==> src/rtl/wbuf_pkg.sv <==
// Shared geometry, slot states and bus structs for the write buffer; imported by every RTL block
`default_nettype none

package wbuf_pkg;

    // Address and line geometry
    localparam int unsigned WBUF_PA_WIDTH      = 16;
    localparam int unsigned WBUF_WORD_WIDTH    = 32;
    localparam int unsigned WBUF_WORDS         = 2;
    localparam int unsigned WBUF_OFFSET_WIDTH  = $clog2((WBUF_WORD_WIDTH * WBUF_WORDS) / 8);
    localparam int unsigned WBUF_WORD_OFFSET   = $clog2(WBUF_WORD_WIDTH / 8);
    localparam int unsigned WBUF_TAG_WIDTH     = WBUF_PA_WIDTH - WBUF_OFFSET_WIDTH;

    // Directory sizing
    localparam int unsigned WBUF_ENTRIES       = 4;
    localparam int unsigned WBUF_PTR_WIDTH     = $clog2(WBUF_ENTRIES);
    localparam int unsigned WBUF_TIMECNT_WIDTH = 3;

    typedef logic [WBUF_PA_WIDTH-1:0]        wbuf_addr_t;
    typedef logic [WBUF_TAG_WIDTH-1:0]       wbuf_tag_t;
    typedef logic [WBUF_PTR_WIDTH-1:0]       wbuf_ptr_t;
    typedef logic [WBUF_TIMECNT_WIDTH-1:0]   wbuf_timecnt_t;
    typedef logic [WBUF_WORD_WIDTH-1:0]      wbuf_word_t;
    typedef logic [WBUF_WORD_WIDTH/8-1:0]    wbuf_be_t;

    // Word 0 sits in the low bits of a line
    typedef wbuf_word_t [WBUF_WORDS-1:0]     wbuf_line_t;
    typedef wbuf_be_t   [WBUF_WORDS-1:0]     wbuf_line_be_t;

    // Slot life cycle
    typedef enum logic [1:0] {
        WBUF_FREE   = 2'b00,
        WBUF_OPEN   = 2'b01,
        WBUF_CLOSED = 2'b10,
        WBUF_SENT   = 2'b11
    } wbuf_state_e;

    // Incoming byte-enabled word write
    typedef struct packed {
        wbuf_addr_t addr;
        wbuf_word_t data;
        wbuf_be_t   be;
    } wbuf_write_t;

    // Outgoing packet, one whole line per slot
    typedef struct packed {
        wbuf_addr_t    addr;
        wbuf_ptr_t     id;
        wbuf_line_t    line;
        wbuf_line_be_t be;
    } wbuf_send_t;

endpackage

`default_nettype wire

==> src/rtl/wbuf_data.sv <==
// Line data and byte-enable storage, one line per slot, with a byte-merging write port
`timescale 1ns/10ps
`default_nettype none

module wbuf_data
    import wbuf_pkg::*;
(
    input  wire logic        clk_i,

    input  wire logic        we_i,
    input  wire logic        new_i,
    input  wire wbuf_ptr_t   ptr_i,
    input  wire wbuf_write_t write_i,

    input  wire wbuf_ptr_t   rd_ptr_i,
    output wbuf_line_t       rd_line_o,
    output wbuf_line_be_t    rd_be_o
);

    wbuf_line_t    line_q [WBUF_ENTRIES];
    wbuf_line_be_t be_q   [WBUF_ENTRIES];
    wbuf_line_t    merged_line;
    wbuf_line_be_t merged_be;
    wbuf_line_be_t base_be;
    logic [WBUF_OFFSET_WIDTH-WBUF_WORD_OFFSET-1:0] word_idx;

    assign word_idx = write_i.addr[WBUF_OFFSET_WIDTH-1:WBUF_WORD_OFFSET];

    // Fresh slot starts with nothing valid
    assign base_be = new_i ? '0 : be_q[ptr_i];

    always_comb begin
        merged_line = line_q[ptr_i];
        merged_be   = base_be;
        for (int unsigned w = 0; w < WBUF_WORDS; w++) begin
            if (w == int'(word_idx)) begin
                for (int unsigned b = 0; b < WBUF_WORD_WIDTH / 8; b++) begin
                    if (write_i.be[b]) begin
                        merged_line[w][b*8 +: 8] = write_i.data[b*8 +: 8];
                    end
                end
                merged_be[w] = base_be[w] | write_i.be;
            end
        end
    end

    always_ff @(posedge clk_i) begin
        if (we_i) begin
            line_q[ptr_i] <= merged_line;
            be_q[ptr_i]   <= merged_be;
        end
    end

    // Head of the send FIFO reads straight through
    assign rd_line_o = line_q[rd_ptr_i];
    assign rd_be_o   = be_q[rd_ptr_i];

endmodule

`default_nettype wire

==> src/rtl/wbuf_dir.sv <==
// Write buffer directory: slot states, tags and timers, write acceptance and send selection
`timescale 1ns/10ps
`default_nettype none

module wbuf_dir
    import wbuf_pkg::*;
(
    input  wire logic          clk_i,
    input  wire logic          rst_ni,

    input  wire logic          write_valid_i,
    input  wire wbuf_write_t   write_i,
    output logic               write_ready_o,

    input  wire wbuf_timecnt_t cfg_threshold_i,
    input  wire logic          close_all_i,

    input  wire logic          ack_i,
    input  wire wbuf_ptr_t     ack_id_i,

    output logic               push_valid_o,
    output wbuf_ptr_t          push_id_o,
    input  wire logic          push_ready_i,

    output logic               data_we_o,
    output logic               data_new_o,
    output wbuf_ptr_t          data_ptr_o,

    input  wire wbuf_ptr_t     rd_ptr_i,
    output wbuf_tag_t          rd_tag_o,

    output logic               empty_o,
    output logic               full_o
);

    wbuf_state_e   [WBUF_ENTRIES-1:0] state_q, state_d;
    wbuf_tag_t     [WBUF_ENTRIES-1:0] tag_q;
    wbuf_timecnt_t [WBUF_ENTRIES-1:0] cnt_q;
    wbuf_ptr_t                        free_ptr_q, free_ptr_d;
    wbuf_ptr_t                        send_ptr_q, send_ptr_d;
    wbuf_tag_t                        write_tag;
    wbuf_timecnt_t                    last_cnt;
    wbuf_ptr_t                        hit_open_ptr;
    logic                             hit_open;
    logic                             hit_closed;
    logic                             slot_free;
    logic                             accept;
    logic                             alloc;
    logic                             push;

    // Round-robin search for the next slot in a given state, starting after curr
    function automatic wbuf_ptr_t find_next(
            input wbuf_ptr_t                     curr,
            input wbuf_state_e [WBUF_ENTRIES-1:0] states,
            input wbuf_state_e                   target);
        wbuf_ptr_t next;
        for (int unsigned i = 1; i <= WBUF_ENTRIES; i++) begin
            next = wbuf_ptr_t'(int'(curr) + i);
            if (states[next] == target) begin
                return next;
            end
        end
        return curr;
    endfunction

    assign write_tag = write_i.addr[WBUF_PA_WIDTH-1:WBUF_OFFSET_WIDTH];
    assign last_cnt  = wbuf_timecnt_t'(cfg_threshold_i - 1'b1);
    assign rd_tag_o  = tag_q[rd_ptr_i];

    // Tag lookup; a hit on a SENT slot counts as a miss
    always_comb begin
        hit_open     = 1'b0;
        hit_closed   = 1'b0;
        hit_open_ptr = '0;
        for (int unsigned i = 0; i < WBUF_ENTRIES; i++) begin
            if (tag_q[i] == write_tag) begin
                if (state_q[i] == WBUF_OPEN) begin
                    hit_open     = 1'b1;
                    hit_open_ptr = wbuf_ptr_t'(i);
                end
                if (state_q[i] == WBUF_CLOSED) begin
                    hit_closed = 1'b1;
                end
            end
        end
    end

    // A closed line holds new writes back so that packets stay in order
    assign slot_free     = (state_q[free_ptr_q] == WBUF_FREE);
    assign write_ready_o = !hit_closed && (hit_open || slot_free);
    assign accept        = write_valid_i && write_ready_o;
    assign alloc         = accept && !hit_open;

    assign data_we_o  = accept;
    assign data_new_o = !hit_open;
    assign data_ptr_o = hit_open ? hit_open_ptr : free_ptr_q;

    assign push_valid_o = (state_q[send_ptr_q] == WBUF_CLOSED);
    assign push_id_o    = send_ptr_q;
    assign push         = push_valid_o && push_ready_i;

    always_comb begin
        state_d = state_q;
        for (int unsigned i = 0; i < WBUF_ENTRIES; i++) begin
            case (state_q[i])
                WBUF_FREE: begin
                    if (alloc && (free_ptr_q == wbuf_ptr_t'(i))) begin
                        if ((cfg_threshold_i == '0) || close_all_i) begin
                            state_d[i] = WBUF_CLOSED;
                        end else begin
                            state_d[i] = WBUF_OPEN;
                        end
                    end
                end
                WBUF_OPEN: begin
                    if (close_all_i || (cnt_q[i] == last_cnt)) begin
                        state_d[i] = WBUF_CLOSED;
                    end
                end
                WBUF_CLOSED: begin
                    if (push && (send_ptr_q == wbuf_ptr_t'(i))) begin
                        state_d[i] = WBUF_SENT;
                    end
                end
                WBUF_SENT: begin
                    if (ack_i && (ack_id_i == wbuf_ptr_t'(i))) begin
                        state_d[i] = WBUF_FREE;
                    end
                end
            endcase
        end
    end

    // Freed slot becomes the next candidate, else advance past the one just taken
    always_comb begin
        free_ptr_d = free_ptr_q;
        if (ack_i) begin
            free_ptr_d = ack_id_i;
        end else if (alloc) begin
            free_ptr_d = find_next(free_ptr_q, state_q, WBUF_FREE);
        end

        send_ptr_d = send_ptr_q;
        if (!push_valid_o || push) begin
            send_ptr_d = find_next(send_ptr_q, state_q, WBUF_CLOSED);
        end
    end

    always_comb begin
        empty_o = 1'b1;
        full_o  = 1'b1;
        for (int unsigned i = 0; i < WBUF_ENTRIES; i++) begin
            empty_o &= (state_q[i] == WBUF_FREE);
            full_o  &= (state_q[i] != WBUF_FREE);
        end
    end

    // Tag capture on allocation and the per-slot timer
    always_ff @(posedge clk_i) begin
        for (int unsigned i = 0; i < WBUF_ENTRIES; i++) begin
            if (alloc && (free_ptr_q == wbuf_ptr_t'(i))) begin
                tag_q[i] <= write_tag;
                cnt_q[i] <= '0;
            end else if ((state_q[i] == WBUF_OPEN) && (cnt_q[i] != last_cnt)) begin
                cnt_q[i] <= cnt_q[i] + 1'b1;
            end
        end
    end

    always_ff @(posedge clk_i or negedge rst_ni) begin
        if (!rst_ni) begin
            for (int unsigned i = 0; i < WBUF_ENTRIES; i++) begin
                state_q[i] <= WBUF_FREE;
            end
            free_ptr_q <= '0;
            send_ptr_q <= '0;
        end else begin
            state_q    <= state_d;
            free_ptr_q <= free_ptr_d;
            send_ptr_q <= send_ptr_d;
        end
    end

    // Acks come from downstream and must name a slot that was actually sent
    ack_sent_a: assert property (@(posedge clk_i) disable iff (!rst_ni)
        ack_i |-> (state_q[ack_id_i] == WBUF_SENT))
        else $error("wbuf_dir: ack for a slot that is not SENT");

    // Line of a slot under push is frozen, no write may land on it
    push_frozen_a: assert property (@(posedge clk_i) disable iff (!rst_ni)
        push |-> !(data_we_o && (data_ptr_o == push_id_o)))
        else $error("wbuf_dir: write to a slot that is being pushed");

endmodule

`default_nettype wire

==> src/rtl/wbuf_send_fifo.sv <==
// FIFO of closed slot ids waiting to leave, so packets go out in push order
`timescale 1ns/10ps
`default_nettype none

module wbuf_send_fifo
    import wbuf_pkg::*;
(
    input  wire logic      clk_i,
    input  wire logic      rst_ni,

    input  wire logic      push_valid_i,
    input  wire wbuf_ptr_t push_id_i,
    output logic           push_ready_o,

    output logic           pop_valid_o,
    output wbuf_ptr_t      pop_id_o,
    input  wire logic      pop_ready_i
);

    wbuf_ptr_t             mem_q [WBUF_ENTRIES];
    wbuf_ptr_t             wr_ptr_q;
    wbuf_ptr_t             rd_ptr_q;
    logic [WBUF_PTR_WIDTH:0] count_q;
    logic                  push;
    logic                  pop;

    assign push_ready_o = (count_q != (WBUF_PTR_WIDTH + 1)'(WBUF_ENTRIES));
    assign pop_valid_o  = (count_q != '0);
    assign pop_id_o     = mem_q[rd_ptr_q];

    assign push = push_valid_i && push_ready_o;
    assign pop  = pop_valid_o && pop_ready_i;

    always_ff @(posedge clk_i) begin
        if (push) begin
            mem_q[wr_ptr_q] <= push_id_i;
        end
    end

    // Depth is a power of two, so the pointers wrap by themselves
    always_ff @(posedge clk_i or negedge rst_ni) begin
        if (!rst_ni) begin
            wr_ptr_q <= '0;
            rd_ptr_q <= '0;
            count_q  <= '0;
        end else begin
            if (push) begin
                wr_ptr_q <= wr_ptr_q + 1'b1;
            end
            if (pop) begin
                rd_ptr_q <= rd_ptr_q + 1'b1;
            end
            if (push && !pop) begin
                count_q <= count_q + 1'b1;
            end else if (pop && !push) begin
                count_q <= count_q - 1'b1;
            end
        end
    end

    // No push while full, so the waiting id has to stay on the input
    hold_when_full_a: assert property (@(posedge clk_i) disable iff (!rst_ni)
        (push_valid_i && !push_ready_o) |=> (push_valid_i && $stable(push_id_i)))
        else $error("wbuf_send_fifo: id dropped while the FIFO was full");

endmodule

`default_nettype wire

==> src/rtl/wbuf_top.sv <==
// Write buffer top level; connects directory, data store and send FIFO into one send port
`timescale 1ns/10ps
`default_nettype none

module wbuf_top
    import wbuf_pkg::*;
(
    input  wire logic          clk_i,
    input  wire logic          rst_ni,

    input  wire logic          write_valid_i,
    input  wire wbuf_write_t   write_i,
    output logic               write_ready_o,

    input  wire wbuf_timecnt_t cfg_threshold_i,
    input  wire logic          close_all_i,

    output logic               send_valid_o,
    output wbuf_send_t         send_o,
    input  wire logic          send_ready_i,

    input  wire logic          ack_i,
    input  wire wbuf_ptr_t     ack_id_i,

    output logic               empty_o,
    output logic               full_o
);

    logic          push_valid;
    logic          push_ready;
    wbuf_ptr_t     push_id;
    logic          data_we;
    logic          data_new;
    wbuf_ptr_t     data_ptr;
    wbuf_ptr_t     head_id;
    wbuf_tag_t     head_tag;
    wbuf_line_t    head_line;
    wbuf_line_be_t head_be;

    wbuf_dir u_dir (
        .clk_i           (clk_i),
        .rst_ni          (rst_ni),
        .write_valid_i   (write_valid_i),
        .write_i         (write_i),
        .write_ready_o   (write_ready_o),
        .cfg_threshold_i (cfg_threshold_i),
        .close_all_i     (close_all_i),
        .ack_i           (ack_i),
        .ack_id_i        (ack_id_i),
        .push_valid_o    (push_valid),
        .push_id_o       (push_id),
        .push_ready_i    (push_ready),
        .data_we_o       (data_we),
        .data_new_o      (data_new),
        .data_ptr_o      (data_ptr),
        .rd_ptr_i        (head_id),
        .rd_tag_o        (head_tag),
        .empty_o         (empty_o),
        .full_o          (full_o)
    );

    wbuf_data u_data (
        .clk_i     (clk_i),
        .we_i      (data_we),
        .new_i     (data_new),
        .ptr_i     (data_ptr),
        .write_i   (write_i),
        .rd_ptr_i  (head_id),
        .rd_line_o (head_line),
        .rd_be_o   (head_be)
    );

    wbuf_send_fifo u_send_fifo (
        .clk_i        (clk_i),
        .rst_ni       (rst_ni),
        .push_valid_i (push_valid),
        .push_id_i    (push_id),
        .push_ready_o (push_ready),
        .pop_valid_o  (send_valid_o),
        .pop_id_o     (head_id),
        .pop_ready_i  (send_ready_i)
    );

    // Packet is built from the slot at the FIFO head
    always_comb begin
        send_o.addr = {head_tag, {WBUF_OFFSET_WIDTH{1'b0}}};
        send_o.id   = head_id;
        send_o.line = head_line;
        send_o.be   = head_be;
    end

endmodule

`default_nettype wire

==> config.mk <==
export PLATFORM = sky130hd
export DESIGN_NAME = wbuf_top
export DESIGN_NICKNAME = d
export VERILOG_FILES = /design/src/rtl/wbuf_pkg.sv /design/src/rtl/wbuf_data.sv /design/src/rtl/wbuf_dir.sv /design/src/rtl/wbuf_send_fifo.sv /design/src/rtl/wbuf_top.sv
export SDC_FILE = /design/constraint.sdc
export NUM_CORES = 1
export LEC_CHECK = 0
export ABC_AREA = 0
export BUFFER_PORTS_ARGS = -buffer_cell sky130_fd_sc_hd__buf_2
export CAP_MARGIN = 20
export CORE_UTILIZATION = 54
export CTS_CLUSTER_DIAMETER = 150
export DETAILED_ROUTE_END_ITERATION = 10
export HOLD_SLACK_MARGIN = 0.1
export PLACE_DENSITY = 0.77
export SLEW_MARGIN = 0
export SYNTH_ARGS = -nofsm -noshare
export SYNTH_HDL_FRONTEND = slang
export SYNTH_SLANG_ARGS = --single-unit
==> constraint.sdc <==
create_clock -name clk_i -period 3.84 [get_ports clk_i]
set_input_delay 1.152 -clock clk_i [delete_from_list [all_inputs] [get_ports clk_i]]
set_output_delay 1.152 -clock clk_i [all_outputs]
set_load 0.03 [all_outputs]
==> results of run 1 <==
## Yosys cell counts (3+ instances only)
| library cell | instances | area (um^2) |
|---|---|---|
| sky130_fd_sc_hd__edfxtp_1 | 348 | 10500 |
| sky130_fd_sc_hd__mux4_2 | 88 | 1980 |
| sky130_fd_sc_hd__nor2_1 | 59 | 221 |
| sky130_fd_sc_hd__xnor2_1 | 48 | 420 |
| sky130_fd_sc_hd__ha_1 | 36 | 450 |
| sky130_fd_sc_hd__inv_1 | 34 | 128 |
| sky130_fd_sc_hd__xor2_1 | 33 | 289 |
| sky130_fd_sc_hd__nand2_1 | 32 | 120 |
| sky130_fd_sc_hd__o21ai_0 | 31 | 155 |
| sky130_fd_sc_hd__nand3_1 | 20 | 100 |
| sky130_fd_sc_hd__clkbuf_1 | 19 | 71.3 |
| sky130_fd_sc_hd__dfrtp_1 | 19 | 475 |
| sky130_fd_sc_hd__mux2i_1 | 15 | 150 |
| sky130_fd_sc_hd__nand4_1 | 15 | 93.8 |
| sky130_fd_sc_hd__and3_1 | 14 | 87.6 |
| sky130_fd_sc_hd__a21boi_0 | 13 | 97.6 |
| sky130_fd_sc_hd__dfxtp_1 | 12 | 240 |
| sky130_fd_sc_hd__nor4_1 | 12 | 75.1 |
| sky130_fd_sc_hd__a21oi_1 | 11 | 55.1 |
| sky130_fd_sc_hd__nand2b_1 | 11 | 68.8 |
| sky130_fd_sc_hd__nor3_1 | 9 | 45.0 |
| sky130_fd_sc_hd__o211ai_1 | 9 | 67.6 |
| sky130_fd_sc_hd__nor2b_1 | 8 | 50.1 |
| sky130_fd_sc_hd__and2_1 | 7 | 43.8 |
| sky130_fd_sc_hd__buf_2 | 7 | 35.0 |
| sky130_fd_sc_hd__buf_1 | 6 | 22.5 |
| sky130_fd_sc_hd__nor3b_1 | 6 | 45.0 |
| sky130_fd_sc_hd__or4_1 | 5 | 37.5 |
| sky130_fd_sc_hd__a31oi_1 | 4 | 25.0 |
| sky130_fd_sc_hd__nor4b_1 | 4 | 35.0 |
| sky130_fd_sc_hd__o31ai_1 | 4 | 30.0 |
| sky130_fd_sc_hd__a22oi_1 | 3 | 22.5 |
| sky130_fd_sc_hd__buf_4 | 3 | 22.5 |
| sky130_fd_sc_hd__nor4_2 | 3 | 37.5 |
## cell families (layout without fill, tap and decap cells)
kind of cell,after synthesis,in the layout,share of synthesized area
XOR/XNOR,81,81,0.0428
other,1,6,0.000226
buffers and inverters,70,374,0.0175
AND/OR/NAND/NOR,220,220,0.0717
flip-flops,379,379,0.674
multiplexers,104,105,0.129
adder cells (fa/ha/maj),38,38,0.0290
AO/OA/AOI/OAI,90,90,0.0357
## how the worst min path moves through the flow
stage / cells after the start / to
floorplan: 1 / u_send_fifo.count_q[2]
global placement: 1 / u_send_fifo.count_q[2]
detailed placement: 1 / u_send_fifo.count_q[2]
CTS: 1 / u_send_fifo.count_q[2]
global route: 1 / u_send_fifo.count_q[2]
finish: 1 / u_send_fifo.count_q[2]
## metal layers
layer	global-route usage	vias to the layer above	wire length, um
li1	-	4418	-
met2	0.405	378	18600
met1	0.311	4922	14900
met5	0	-	0
met3	0.0404	75	2430
met4	0.0873	0	1140
## critical path: stages
cell	delay (ns)
sky130_fd_sc_hd__buf_2	0.17
sky130_fd_sc_hd__xor2_1	0.21
sky130_fd_sc_hd__buf_4	0.16
sky130_fd_sc_hd__nor4_2	0.19
sky130_fd_sc_hd__nand4_1	0.19
sky130_fd_sc_hd__nand4_1	0.18
sky130_fd_sc_hd__or2_4	0.14
sky130_fd_sc_hd__nor2b_4	0.18
sky130_fd_sc_hd__buf_6	0.15
## report_power, final
part	total [W]	internal (W)	leakage [nW]	switching (W)
sequential	0.00535	0.00497	3.47	0.000377
combinational	0.00723	0.00296	3.34	0.00427
clock	0.00371	0.00214	0.615	0.00157
total	0.0163	0.0101	7.42	0.00621
## registers in the layout (all words and copies together) (netlist names), 3 cells and up
signal               count
u_send_fifo.mem_q        8
u_data.line_q          256
u_dir.cnt_q             12
u_dir.tag_q             52
u_data.be_q             32
u_dir.state_q            8
u_send_fifo.count_q      3
## repair_timing
action	in CTS	in global routing
resized for setup	40	25
endpoints found under the setup margin	86	70
pin swaps	14	8
gates cloned	1	0
buffers inserted	6	5
## area by class of cell
cell class / instances / area share
Clock buffer: 50 / 0.0509
Tap cell: 390 / 0.0240
Inverter: 34 / 0.00627
Clock inverter: 20 / 0.0115
Multi-Input combinational cell: 537 / 0.270
Sequential cell: 379 / 0.548
Timing Repair Buffer: 270 / 0.0887
Antenna cell: 3 / 0.000369
## layout by cell type (no fill, tap or decap), types with 6 or more instances in the layout
cell type / instances
sky130_fd_sc_hd__buf_12: 8
sky130_fd_sc_hd__nor2_1: 58
sky130_fd_sc_hd__xnor2_2: 11
sky130_fd_sc_hd__nand3_1: 20
sky130_fd_sc_hd__and2_1: 7
sky130_fd_sc_hd__inv_1: 33
sky130_fd_sc_hd__mux2i_1: 15
sky130_fd_sc_hd__ha_1: 36
sky130_fd_sc_hd__dfxtp_1: 12
sky130_fd_sc_hd__nand2_1: 32
sky130_fd_sc_hd__mux4_2: 87
sky130_fd_sc_hd__edfxtp_1: 348
sky130_fd_sc_hd__dfrtp_1: 18
sky130_fd_sc_hd__a21boi_0: 13
sky130_fd_sc_hd__nand2b_1: 11
sky130_fd_sc_hd__buf_6: 6
sky130_fd_sc_hd__o21ai_0: 31
sky130_fd_sc_hd__xnor2_1: 31
sky130_fd_sc_hd__nor3_1: 9
sky130_fd_sc_hd__xnor2_4: 6
sky130_fd_sc_hd__buf_2: 140
sky130_fd_sc_hd__nor4_1: 7
sky130_fd_sc_hd__clkbuf_1: 9
sky130_fd_sc_hd__nand4_1: 15
sky130_fd_sc_hd__clkinv_1: 7
sky130_fd_sc_hd__xor2_1: 29
sky130_fd_sc_hd__clkinv_2: 6
sky130_fd_sc_hd__clkbuf_16: 39
sky130_fd_sc_hd__a21oi_1: 11
sky130_fd_sc_hd__o211ai_1: 9
sky130_fd_sc_hd__and3_1: 14
sky130_fd_sc_hd__nor2b_1: 7
sky130_fd_sc_hd__buf_4: 115
## stage by stage
| step | instance area [um^2] | util | hold slack (ns) | setup slack (ns) |
|---|---|---|---|---|
| floorplan | 16600 | - | 0.447 | -0.0262 |
| global placement | 18600 | 0.622 | 0.465 | -0.153 |
| detailed placement | 18600 | 0.622 | 0.468 | -0.226 |
| CTS | 20200 | 0.673 | 0.480 | -0.0269 |
| global route | 20400 | 0.680 | 0.501 | -0.0999 |
| finish | 20400 | 0.680 | 0.482 | -0.0365 |
==> results by stage, run 1 <==
Routing:
- The detail route stage leaves a number of antenna-violating nets equal to 0.
- The first-pass detailed-route iteration total is 6.
- The routed length per instance is 22.0 um.
- The via count is 9793.
- After detailed routing, the number of vias per cell comes to 5.82.
- The total routed wirelength is 37100 um.
- The first routing iteration left 704 violations.
- The post-route DRC violation count is 0.

Finish:
- The footprint of the multi-input gates is 5500 um^2.
- In the final layout, the share of cells above drive strength 1 is 0.357.
- Registers take 11200 um^2.
- Compared with the post-synthesis result, the final layout area differs by 22.9%.
- The number of fillers in the final layout is 1966.
- Once layout is complete, the cells apart from fillers number 1683.
- The post-layout net count is 1361.

Global route:
- For this run the aggregate overflow at the end of global routing stands at 0.
- The overall fraction of global-route tracks in use is 0.239.
- The via count of the first global-routing pass is 9908.
- The initial antenna violation count is 1.
- The first-pass GRT wire length is 55800 um.
- The pin count of the biggest net entering global routing is 45.

Setup path:
- At the worst endpoint, the arrival time is 2.72 ns.
- Data on the critical path is required at its endpoint by 2.69 ns.
- The capturing instance or port of the critical path is write_ready_o.
- The startpoint of the worst register-to-register path is u_dir.tag_q[0].
- The internal reg-to-reg setup slack is 0.78 ns.
- For the worst flop-to-flop path, the logic depth is 10.
- The critical path is of the input pin to primary output type.
- Along the worst path, the maximum fanout reaches 6.
- The type of destination of the critical path is a primary output.
- The worst setup path is launched from an input pin.
- The worst register-to-register path ends at u_data.line_q[0][38].
- The critical path starts at write_i[51].

Power:
- Power comes to 0.0163 W.
- The power density over the cells is 799 nW/um^2.
- The worst IR drop on VDD is 0.584 mV.
- The static leakage is 7.42 nW.

Logic synthesis:
- The synthesized design contains 348 enable-type register cells.
- Dividing the synthesized area by the synthesized cell count gives 16.9 um^2.
- The post-synth design cell area is 16600 um^2.
- After synthesis, the share of flip-flops with an asynchronous set or reset is 0.0501.
- Synthesis instantiated 64 different standard cells from the library.
- The prevailing post-synth register cell is sky130_fd_sc_hd__edfxtp_1.
- The post-synthesis sequential element count is 379.
- The gate count after technology mapping is 983.
- The Yosys step of the flow raised 0 warnings.
- The sequential area share after synthesis is 0.674.

Timing:
- In this run the tightest slew margin relative to its limit is 0.525.
- The post-route minimum period is 3.88 ns.
- The highest clock frequency the design can meet is 0.258 GHz.
- The actual slew at the worst max-slew pin is 0.706 ns.
- The number of pins exceeding their max-slew limit in the final report is 0.
- Setup violations remaining at the end of the flow were counted as 1.
- The portion of the clock cycle consumed by the worst path in the final layout is 1.01.
- After routing, the total negative slack on setup checks comes to -0.0365 ns.
- The number of failing hold endpoints at the final stage is 0.
- Setup repair after global routing could not meet its margin everywhere.
- In the post-route analysis, the smallest setup slack over all paths is -0.0365 ns.
- On the final layout, the worst clock skew is 0.0280 ns.

Floorplan:
- After floorplanning, the core was divided into 63 placement rows.
- The initial core utilization is 0.553.
- The die boundary width is 177 um.
- The vertical die dimension is 177 um.
- Pin placement for this block handled 157 I/O pins.
- The core region is 30000 um^2.
- The die covers 31400 um^2.

Place:
- The total instance count after detailed placement is 1598.
- The congestion estimate from routability-driven global placement came to 0.908.
- The wire-length estimate of the detail-placed layout is 24800 um.
- Port buffering added 151 buffers.

Clocking:
- In this run, post-CTS hold repair placed 0 buffers.
- Clock-pin slew was measured on the worst setup and hold paths at 0.06 ns.
- The source-to-sink clock delay at the later pin of the worst-skew pair is 0.55 ns.
- TritonCTS built the clock tree.
- The CTS root buffer is sky130_fd_sc_hd__clkbuf_16.
- The longest clock path from root to sink contains 3 buffers.
- The tree built by TritonCTS fans out to 379 sinks.
- In this run, CTS created clock tree buffers numbering 39.
- In this run the number of H-tree levels came out at 2.

Worst hold path:
- The min-delay analysis places its worst path in the category flop to flop.
- The startpoint identified for the worst hold timing path is u_send_fifo.count_q[2].

Run:
- The number of maximum-capacitance violations is 0.

Outcome:
- The final reports fail on setup timing.
- The run finished, with violations left.
(Power assumes the default switching activity.)
==> run 2: changes to the inputs <==
- CTS_CLUSTER_SIZE: unset -> 30
- SETUP_SLACK_MARGIN: unset -> 0.4
==> results by stage, run 2 (synthesized netlist as in run 1, its figures left out) <==
Global route:
- The via count of the first global-routing pass came to 9858.
- For this run, the total global-route usage over all layers was measured as 0.240.
- For this run the aggregate overflow at the end of global routing stands at 0.
- The first global-routing pass estimated 56000 um of wire.
- Entering global routing, the biggest net connects 32 pins.
- The most heavily used metal layer in global routing is met2.
- The initial antenna violation count came to 0.
- The met2 demand-to-capacity share in global routing is 0.419.
- In the global route stage, met3 resource usage came out at 0.0268.
- The global routing met1 resource utilization is 0.319.

Timing:
- Once routing completed, OpenROAD measured the worst setup slack at -0.0602 ns.
- Across the routed clock network, the largest skew measured is 0.0180 ns.
- The highest clock frequency the design can meet is 0.256 GHz.
- The actual slew at the worst max-slew pin is 0.646 ns.
- The number of pins exceeding their max-slew limit in the final report is 0.
- The number of failing hold endpoints at the final stage is 0.
- The portion of the clock cycle consumed by the worst path in the final layout is 1.02.
- The number of setup violations in the final report is 47.
- Setup repair after global routing could not meet its margin everywhere.
- The tightest slew margin relative to the limit is 0.569.
- The routed design could run at a clock period as short as 3.90 ns.
- The post-route setup TNS is -0.902 ns.
- The hold slack is 0.497 ns.

Clocking:
- After clock tree synthesis, the clock-pin slew on the worst setup and hold paths is 0.11 ns.
- The hold buffer count at CTS is 0.
- The source-to-sink clock delay at the later pin of the worst-skew pair is 0.53 ns.
- The number of levels the H-tree was split into is 1.
- In this run the deepest clock path goes through 3 buffers.
- The number of buffers added by the clock tree synthesis step is 16.
- TritonCTS built the clock tree.
- The CTS root buffer is sky130_fd_sc_hd__clkbuf_16.
- The number of clock sinks is 379.

Power:
- Dividing total power by cell area gives a power density of 795 nW/um^2.
- The worst IR drop on VDD is 0.602 mV.
- The analysis attributes to cell leakage a power of 7.43 nW.
- The overall power consumption is 0.0166 W.

Routing:
- For this block, the via count after detailed routing is 9789.
- Dividing the detail-routed wire length by the instance count gives 23.9 um.
- Once detail routing completed, the nets flagged for antenna violations numbered 0.
- The post-route DRC violation count is 0.
- The post-detailed-route via-to-cell ratio is 5.96.
- The first TritonRoute pass finished after 5 iterations.
- The total routed wirelength is 39200 um.
- In this run, the number of DRC markers left after iteration 0 of detailed routing was 721.

Finish:
- The fraction of final layout cells with drive strength greater than 1 is 0.366.
- The number of flip-flops under the largest register name is 256.
- The post-layout net count is 1348.
- The largest registers in the layout are u_data.line_q: 256 flops, u_dir.tag_q: 52 flops, u_data.be_q: 32 flops.
- The filler cells instantiated in the layout total 1908.
- The area growth from synthesis to layout is 25.7%.
- The register ranked first by flip-flop count is u_data.line_q.
- The commonest non-fill, non-tap cell in the layout is sky130_fd_sc_hd__edfxtp_1.
- Leaving out fill and tap cells, the most frequent cells in the layout are sky130_fd_sc_hd__edfxtp_1, sky130_fd_sc_hd__buf_6, sky130_fd_sc_hd__buf_4.
- After the flow finishes, the layout carries non-filler instances totaling 1643.

Outcome:
- The flow ran to the end, but the final reports show violations.
- The checks that failed: setup timing.

Setup path:
- The number of buffers and inverters on the critical path is 3.
- The slowest stage of the critical path is the sky130_fd_sc_hd__mux4_4 cell.
- The cell class contributing the biggest share of worst-path delay is multiplexers.
- The category of the worst setup path launch point is a flop.
- The type of the worst setup path is flop to primary output.
- The largest fanout on the critical path is 8.
- The worst path arrival time is 2.75 ns.
- The type of destination of the critical path is a primary output.
- In this run the critical register-to-register path is launched from u_dir.tag_q[3].
- The required time of the critical path is 2.69 ns.
- On the worst path, the slowest cell contributes a delay of 0.73 ns.
- The launching element of the worst setup path is u_send_fifo.rd_ptr_q[0].
- Traced cell by cell, the critical path runs through mux4_4, buf_12, buf_16, mux4_2, buf_6.

Place:
- Routability-driven placement finished with a final weighted congestion of 0.923.
- The quantity of I/O buffers inserted on ports is 151.
- In this run, placement finished with an instance count of 1584.
- The HPWL after detailed placement is 24400 um.

Floorplan:
- The die covers 31400 um^2.
- The number of standard-cell rows in the floorplan is 63.
- The I/O pin count is 157.
- The die is 177 um wide.
- The placeable core region is 30000 um^2.
- The initial utilization of the core area, before any placement, comes to 0.553.
- The vertical die dimension is 177 um.

Worst hold path:
- The worst hold-check path type is flop to flop.
- The worst hold path begins at u_send_fifo.count_q[2].

Run:
- The number of maximum-capacitance violations is 0.
## run 2: per-stage QoR
stage	setup slack, ns	instance area, um^2	util
after floorplan	-0.0262	16700	-
after global placement	-0.153	18700	0.626
after detailed placement	-0.159	18700	0.626
after CTS	0.00754	20200	0.675
after global routing	-0.103	20800	0.696
final	-0.0602	20800	0.696
## run 2: power by group
| part | internal [W] | leakage (nW) | switching [W] |
|---|---|---|---|
| Sequential | 0.00496 | 3.47 | 0.000380 |
| Clock | 0.000824 | 0.220 | 0.00118 |
| Combinational | 0.00442 | 3.74 | 0.00480 |
## run 2: timing repair
item                                   4_1_cts  5_1_grt
setup buffers                               13        9
endpoints found under the hold margin        0        0
pin swaps                                   24        7
setup endpoints to repair                   88      163
gates cloned                                 5        9
gates resized for setup                    199       81
## run 2: per-layer routing
layer,share of wire,wire length (um)
met5,0,0
met4,0.026,1020
met3,0.056,2200
met2,0.52,20400
met1,0.40,15600
## run 2: final timing paths
check	cells after the start	endpoint	slack [ns]
worst max-delay path	5	send_o[84]	-0.06
worst min-delay path	1	u_send_fifo.count_q[2]	0.50
worst max register to register	8	u_data.be_q[0][7]	0.74
worst min register to register	1	u_send_fifo.count_q[2]	0.50
max in group asynchronous	1	u_send_fifo.rd_ptr_q[0]	2.94
min in group asynchronous	1	u_dir.free_ptr_q[0]	0.55
## run 2: cell type report
class	instances	area, um^2	area share
sequential	379	11200	0.536
multi-input combinational	537	5730	0.275
timing repair buffer	280	2870	0.138
tap	390	488	0.0234
clock buffer	21	440	0.0211
inverter	34	128	0.00612
clock inverter	1	11.3	0.000540
antenna	1	2.50	0.000120
## run 2: worst reg2reg max path, cell delays in order (launching register included)
cell and delay (ns):
sky130_fd_sc_hd__edfxtp_1 0.51, sky130_fd_sc_hd__xor2_4 0.24, sky130_fd_sc_hd__or4_4 0.59, sky130_fd_sc_hd__nor4_1 0.45, sky130_fd_sc_hd__a21oi_1 0.08, sky130_fd_sc_hd__nor3b_1 0.27
sky130_fd_sc_hd__nand3_1 0.10, sky130_fd_sc_hd__buf_4 0.21, sky130_fd_sc_hd__inv_1 0.32
==> run 3: changes to the inputs <==
- MAX_ROUTING_LAYER: unset -> met4
==> results by stage, run 3 (synthesized netlist as in run 1, its figures left out) <==
Outcome:
- The flow ran to the end, but the final reports show violations.
- The checks that failed: setup timing.

Setup path:
- The biggest cell delay along the critical path is 0.56 ns.
- The required time of the critical path is 2.69 ns.
- The cell type of the slowest stage on the worst timing path is sky130_fd_sc_hd__or4_4.
- STA classifies the critical path endpoint as a primary output.
- The signal on the critical path passes through buf_6, xnor2_4, nand3_1, or4_4, nand4_1, or2_4, nor2b_4, buf_6.
- The count of buffering cells on the critical path with inverters included is 2.
- The cell that appears most often on the critical path is sky130_fd_sc_hd__buf_6.
- The worst path arrival time is 2.72 ns.
- The critical path is of the input pin to primary output type.
- Broken down by cell family, the worst path's largest delay share belongs to simple AND/OR/NAND/NOR gates.
- The worst reg-to-reg path cell count is 11.
- The largest fanout on the critical path is 5.
- STA classifies the critical path startpoint as an input pin.
- In this run the number of cells on the critical path is 8.

Floorplan:
- The vertical die dimension is 177 um.
- The initial core utilization is 0.553.
- The I/O pin count is 157.
- The die is 177 um wide.
- The area of the die is 31400 um^2.
- The placeable core region is 30000 um^2.
- In this run the core area contains 63 standard-cell rows.

Place:
- The quantity of I/O buffers inserted on ports is 151.
- Summing all placed instances gives a cell area of 18800 um^2.
- The weighted congestion reported at the end of routability-driven placement is 0.943.
- Detailed placement ended at an HPWL of 24900 um.

Finish:
- The largest registers in the layout are u_data.line_q: 256 flops, u_dir.tag_q: 52 flops, u_data.be_q: 32 flops.
- More flip-flops sit in one register than any other, and that register is u_data.line_q.
- The final instance area is 20700 um^2.
- The register with the most flip-flops in the layout has 256 of them.
- The post-layout net count is 1349.
- At the end of the flow the core is filled with cells to 0.690.
- In the layout the commonest cells are sky130_fd_sc_hd__edfxtp_1, sky130_fd_sc_hd__buf_6, sky130_fd_sc_hd__buf_4.
- The fraction of final layout cells with drive strength greater than 1 is 0.365.
- Relative to the synthesized area, the layout overhead comes to 24.6%.
- The commonest non-fill, non-tap cell in the layout is sky130_fd_sc_hd__edfxtp_1.

Global route:
- The first-pass GRT wire length is 54700 um.
- Across every metal layer, demand over resource in global routing totals 0.241.
- The via count of the first global-routing pass was 9697.
- The pin count of the biggest net entering global routing is 32.
- The initial antenna violation count is 2.
- The final global-route overflow total is 0.

Clocking:
- The number of buffers added by the clock tree synthesis step is 16.
- The number of levels the H-tree was split into is 1.
- In this run the deepest clock path goes through 3 buffers.
- Clock-pin slew was measured on the worst setup and hold paths at 0.11 ns.
- Buffers inserted to repair hold after CTS numbered 0.
- The source-to-sink clock delay at the later pin of the worst-skew pair is 0.53 ns.
- TritonCTS built the clock tree.
- CTS saw 379 sinks.
- The tree is rooted in a sky130_fd_sc_hd__clkbuf_16.

Run:
- The number of maximum-capacitance violations is 0.

Power:
- The static leakage is 7.39 nW.
- The power density over the cells is 793 nW/um^2.
- IR analysis of the VDD net gives a maximum drop of 0.808 mV.
- The overall power consumption is 0.0164 W.

Routing:
- For this block, the via count after detailed routing is 9690.
- For this run, the detailed router's first-pass iteration total came to 5.
- After detailed routing, the total wire length is 37900 um.
- The wire length on met1 is 15400 um.
- The met2 layer wire length in the routed design is 19700 um.
- In the final routed layout, each cell accounts on average for 23.0 um.
- The topmost layer with routed signal wires is met4.
- The met3 wirelength from detailed routing is 1800 um.
- The post-route DRC violation count is 0.
- In this run the remaining antenna-violating nets after routing total 0.
- The post-detailed-route via-to-cell ratio is 5.87.
- After the first detailed-routing iteration, the DRC count stood at 810.

Timing:
- The highest clock frequency the design can meet is 0.258 GHz.
- Once routing completed, OpenROAD measured the worst setup slack at -0.0359 ns.
- The worst clock skew is 0.0210 ns.
- Setup repair after global routing could not meet its margin everywhere.
- The tightest slew margin relative to the limit is 0.536.
- The actual slew at the worst max-slew pin is 0.687 ns.
- The number of setup violations in the final report is 9.
- The number of failing hold endpoints at the final stage is 0.
- The post-route minimum period is 3.88 ns.
- In the finished design, the share of the clock period the worst path needs comes to 1.01.
- The number of pins exceeding their max-slew limit in the final report is 0.

Worst hold path:
- Counting instances, the worst hold path has a depth of 1.
- The path class of the tightest hold or removal check is flop to flop.
==> run 3: changes by cell type in the layout (fill, tap and decap cells not counted), sizes merged <==
| cell | previous run | this run |
|---|---|---|
| diode | 1 | 2 |
| mux4 | 89 | 88 |
| inv | 35 | 34 |
| clkinv | 0 | 1 |
| clkbuf | 27 | 35 |
==> run 3: area by class of cell <==
type	instances	area (um^2)
well taps	390	488
flip-flops and latches	379	11200
fillers	1939	9300
repair buffers	282	2780
clock buffers	27	463
diodes	2	5.00
clock inverters	1	16.3
multi-input cells	536	5600
inverters	34	128
==> run 3: final timing paths <==
kind | from | slack (ns) | to
worst max-delay path | write_i[46] | -0.04 | write_ready_o
worst min-delay path | u_send_fifo.count_q[2] | 0.50 | u_send_fifo.count_q[2]
worst max register to register | u_dir.state_q[7] | 0.74 | u_data.be_q[1][1]
worst min register to register | u_send_fifo.count_q[2] | 0.50 | u_send_fifo.count_q[2]
max in group asynchronous | rst_ni | 2.91 | u_send_fifo.rd_ptr_q[0]
min in group asynchronous | rst_ni | 0.56 | u_dir.state_q[7]
==> run 3: routing by layer <==
metal | vias to the layer above | GRT usage
met4 | 0 | 0.0672
met1 | 4904 | 0.305
met2 | 339 | 0.415
met5 | - | -
met3 | 72 | 0.0253
li1 | 4375 | -
==> run 3: power by group <==
group / internal (W) / total, W / switching [W] / leakage (nW)
combinational: 0.00432 / 0.00901 / 0.00470 / 3.69
sequential: 0.00496 / 0.00532 / 0.000355 / 3.47
clock: 0.000850 / 0.00205 / 0.00120 / 0.228
total: 0.0101 / 0.0164 / 0.00625 / 7.39
==> run 3: repair_timing <==
item                                    CTS  global route
pin swaps                                18             3
endpoints found under the setup margin   88           111
setup buffers                            15             3
cloned                                    3             9
gates resized for setup                 165            91
==> run 3: metrics by stage <==
stage          TNS, ns  hold slack (ns)  std cells  worst slack, ns
3_3_place_gp     -2.23            0.470       1591           -0.164
5_1_grt          -1.29            0.506       1651          -0.0901
6_report        -0.247            0.496       1651          -0.0359
2_1_floorplan    -2.21            0.447        985          -0.0262
3_5_place_dp    -10.65            0.475       1591           -0.175
4_1_cts              0            0.495       1637         0.000401
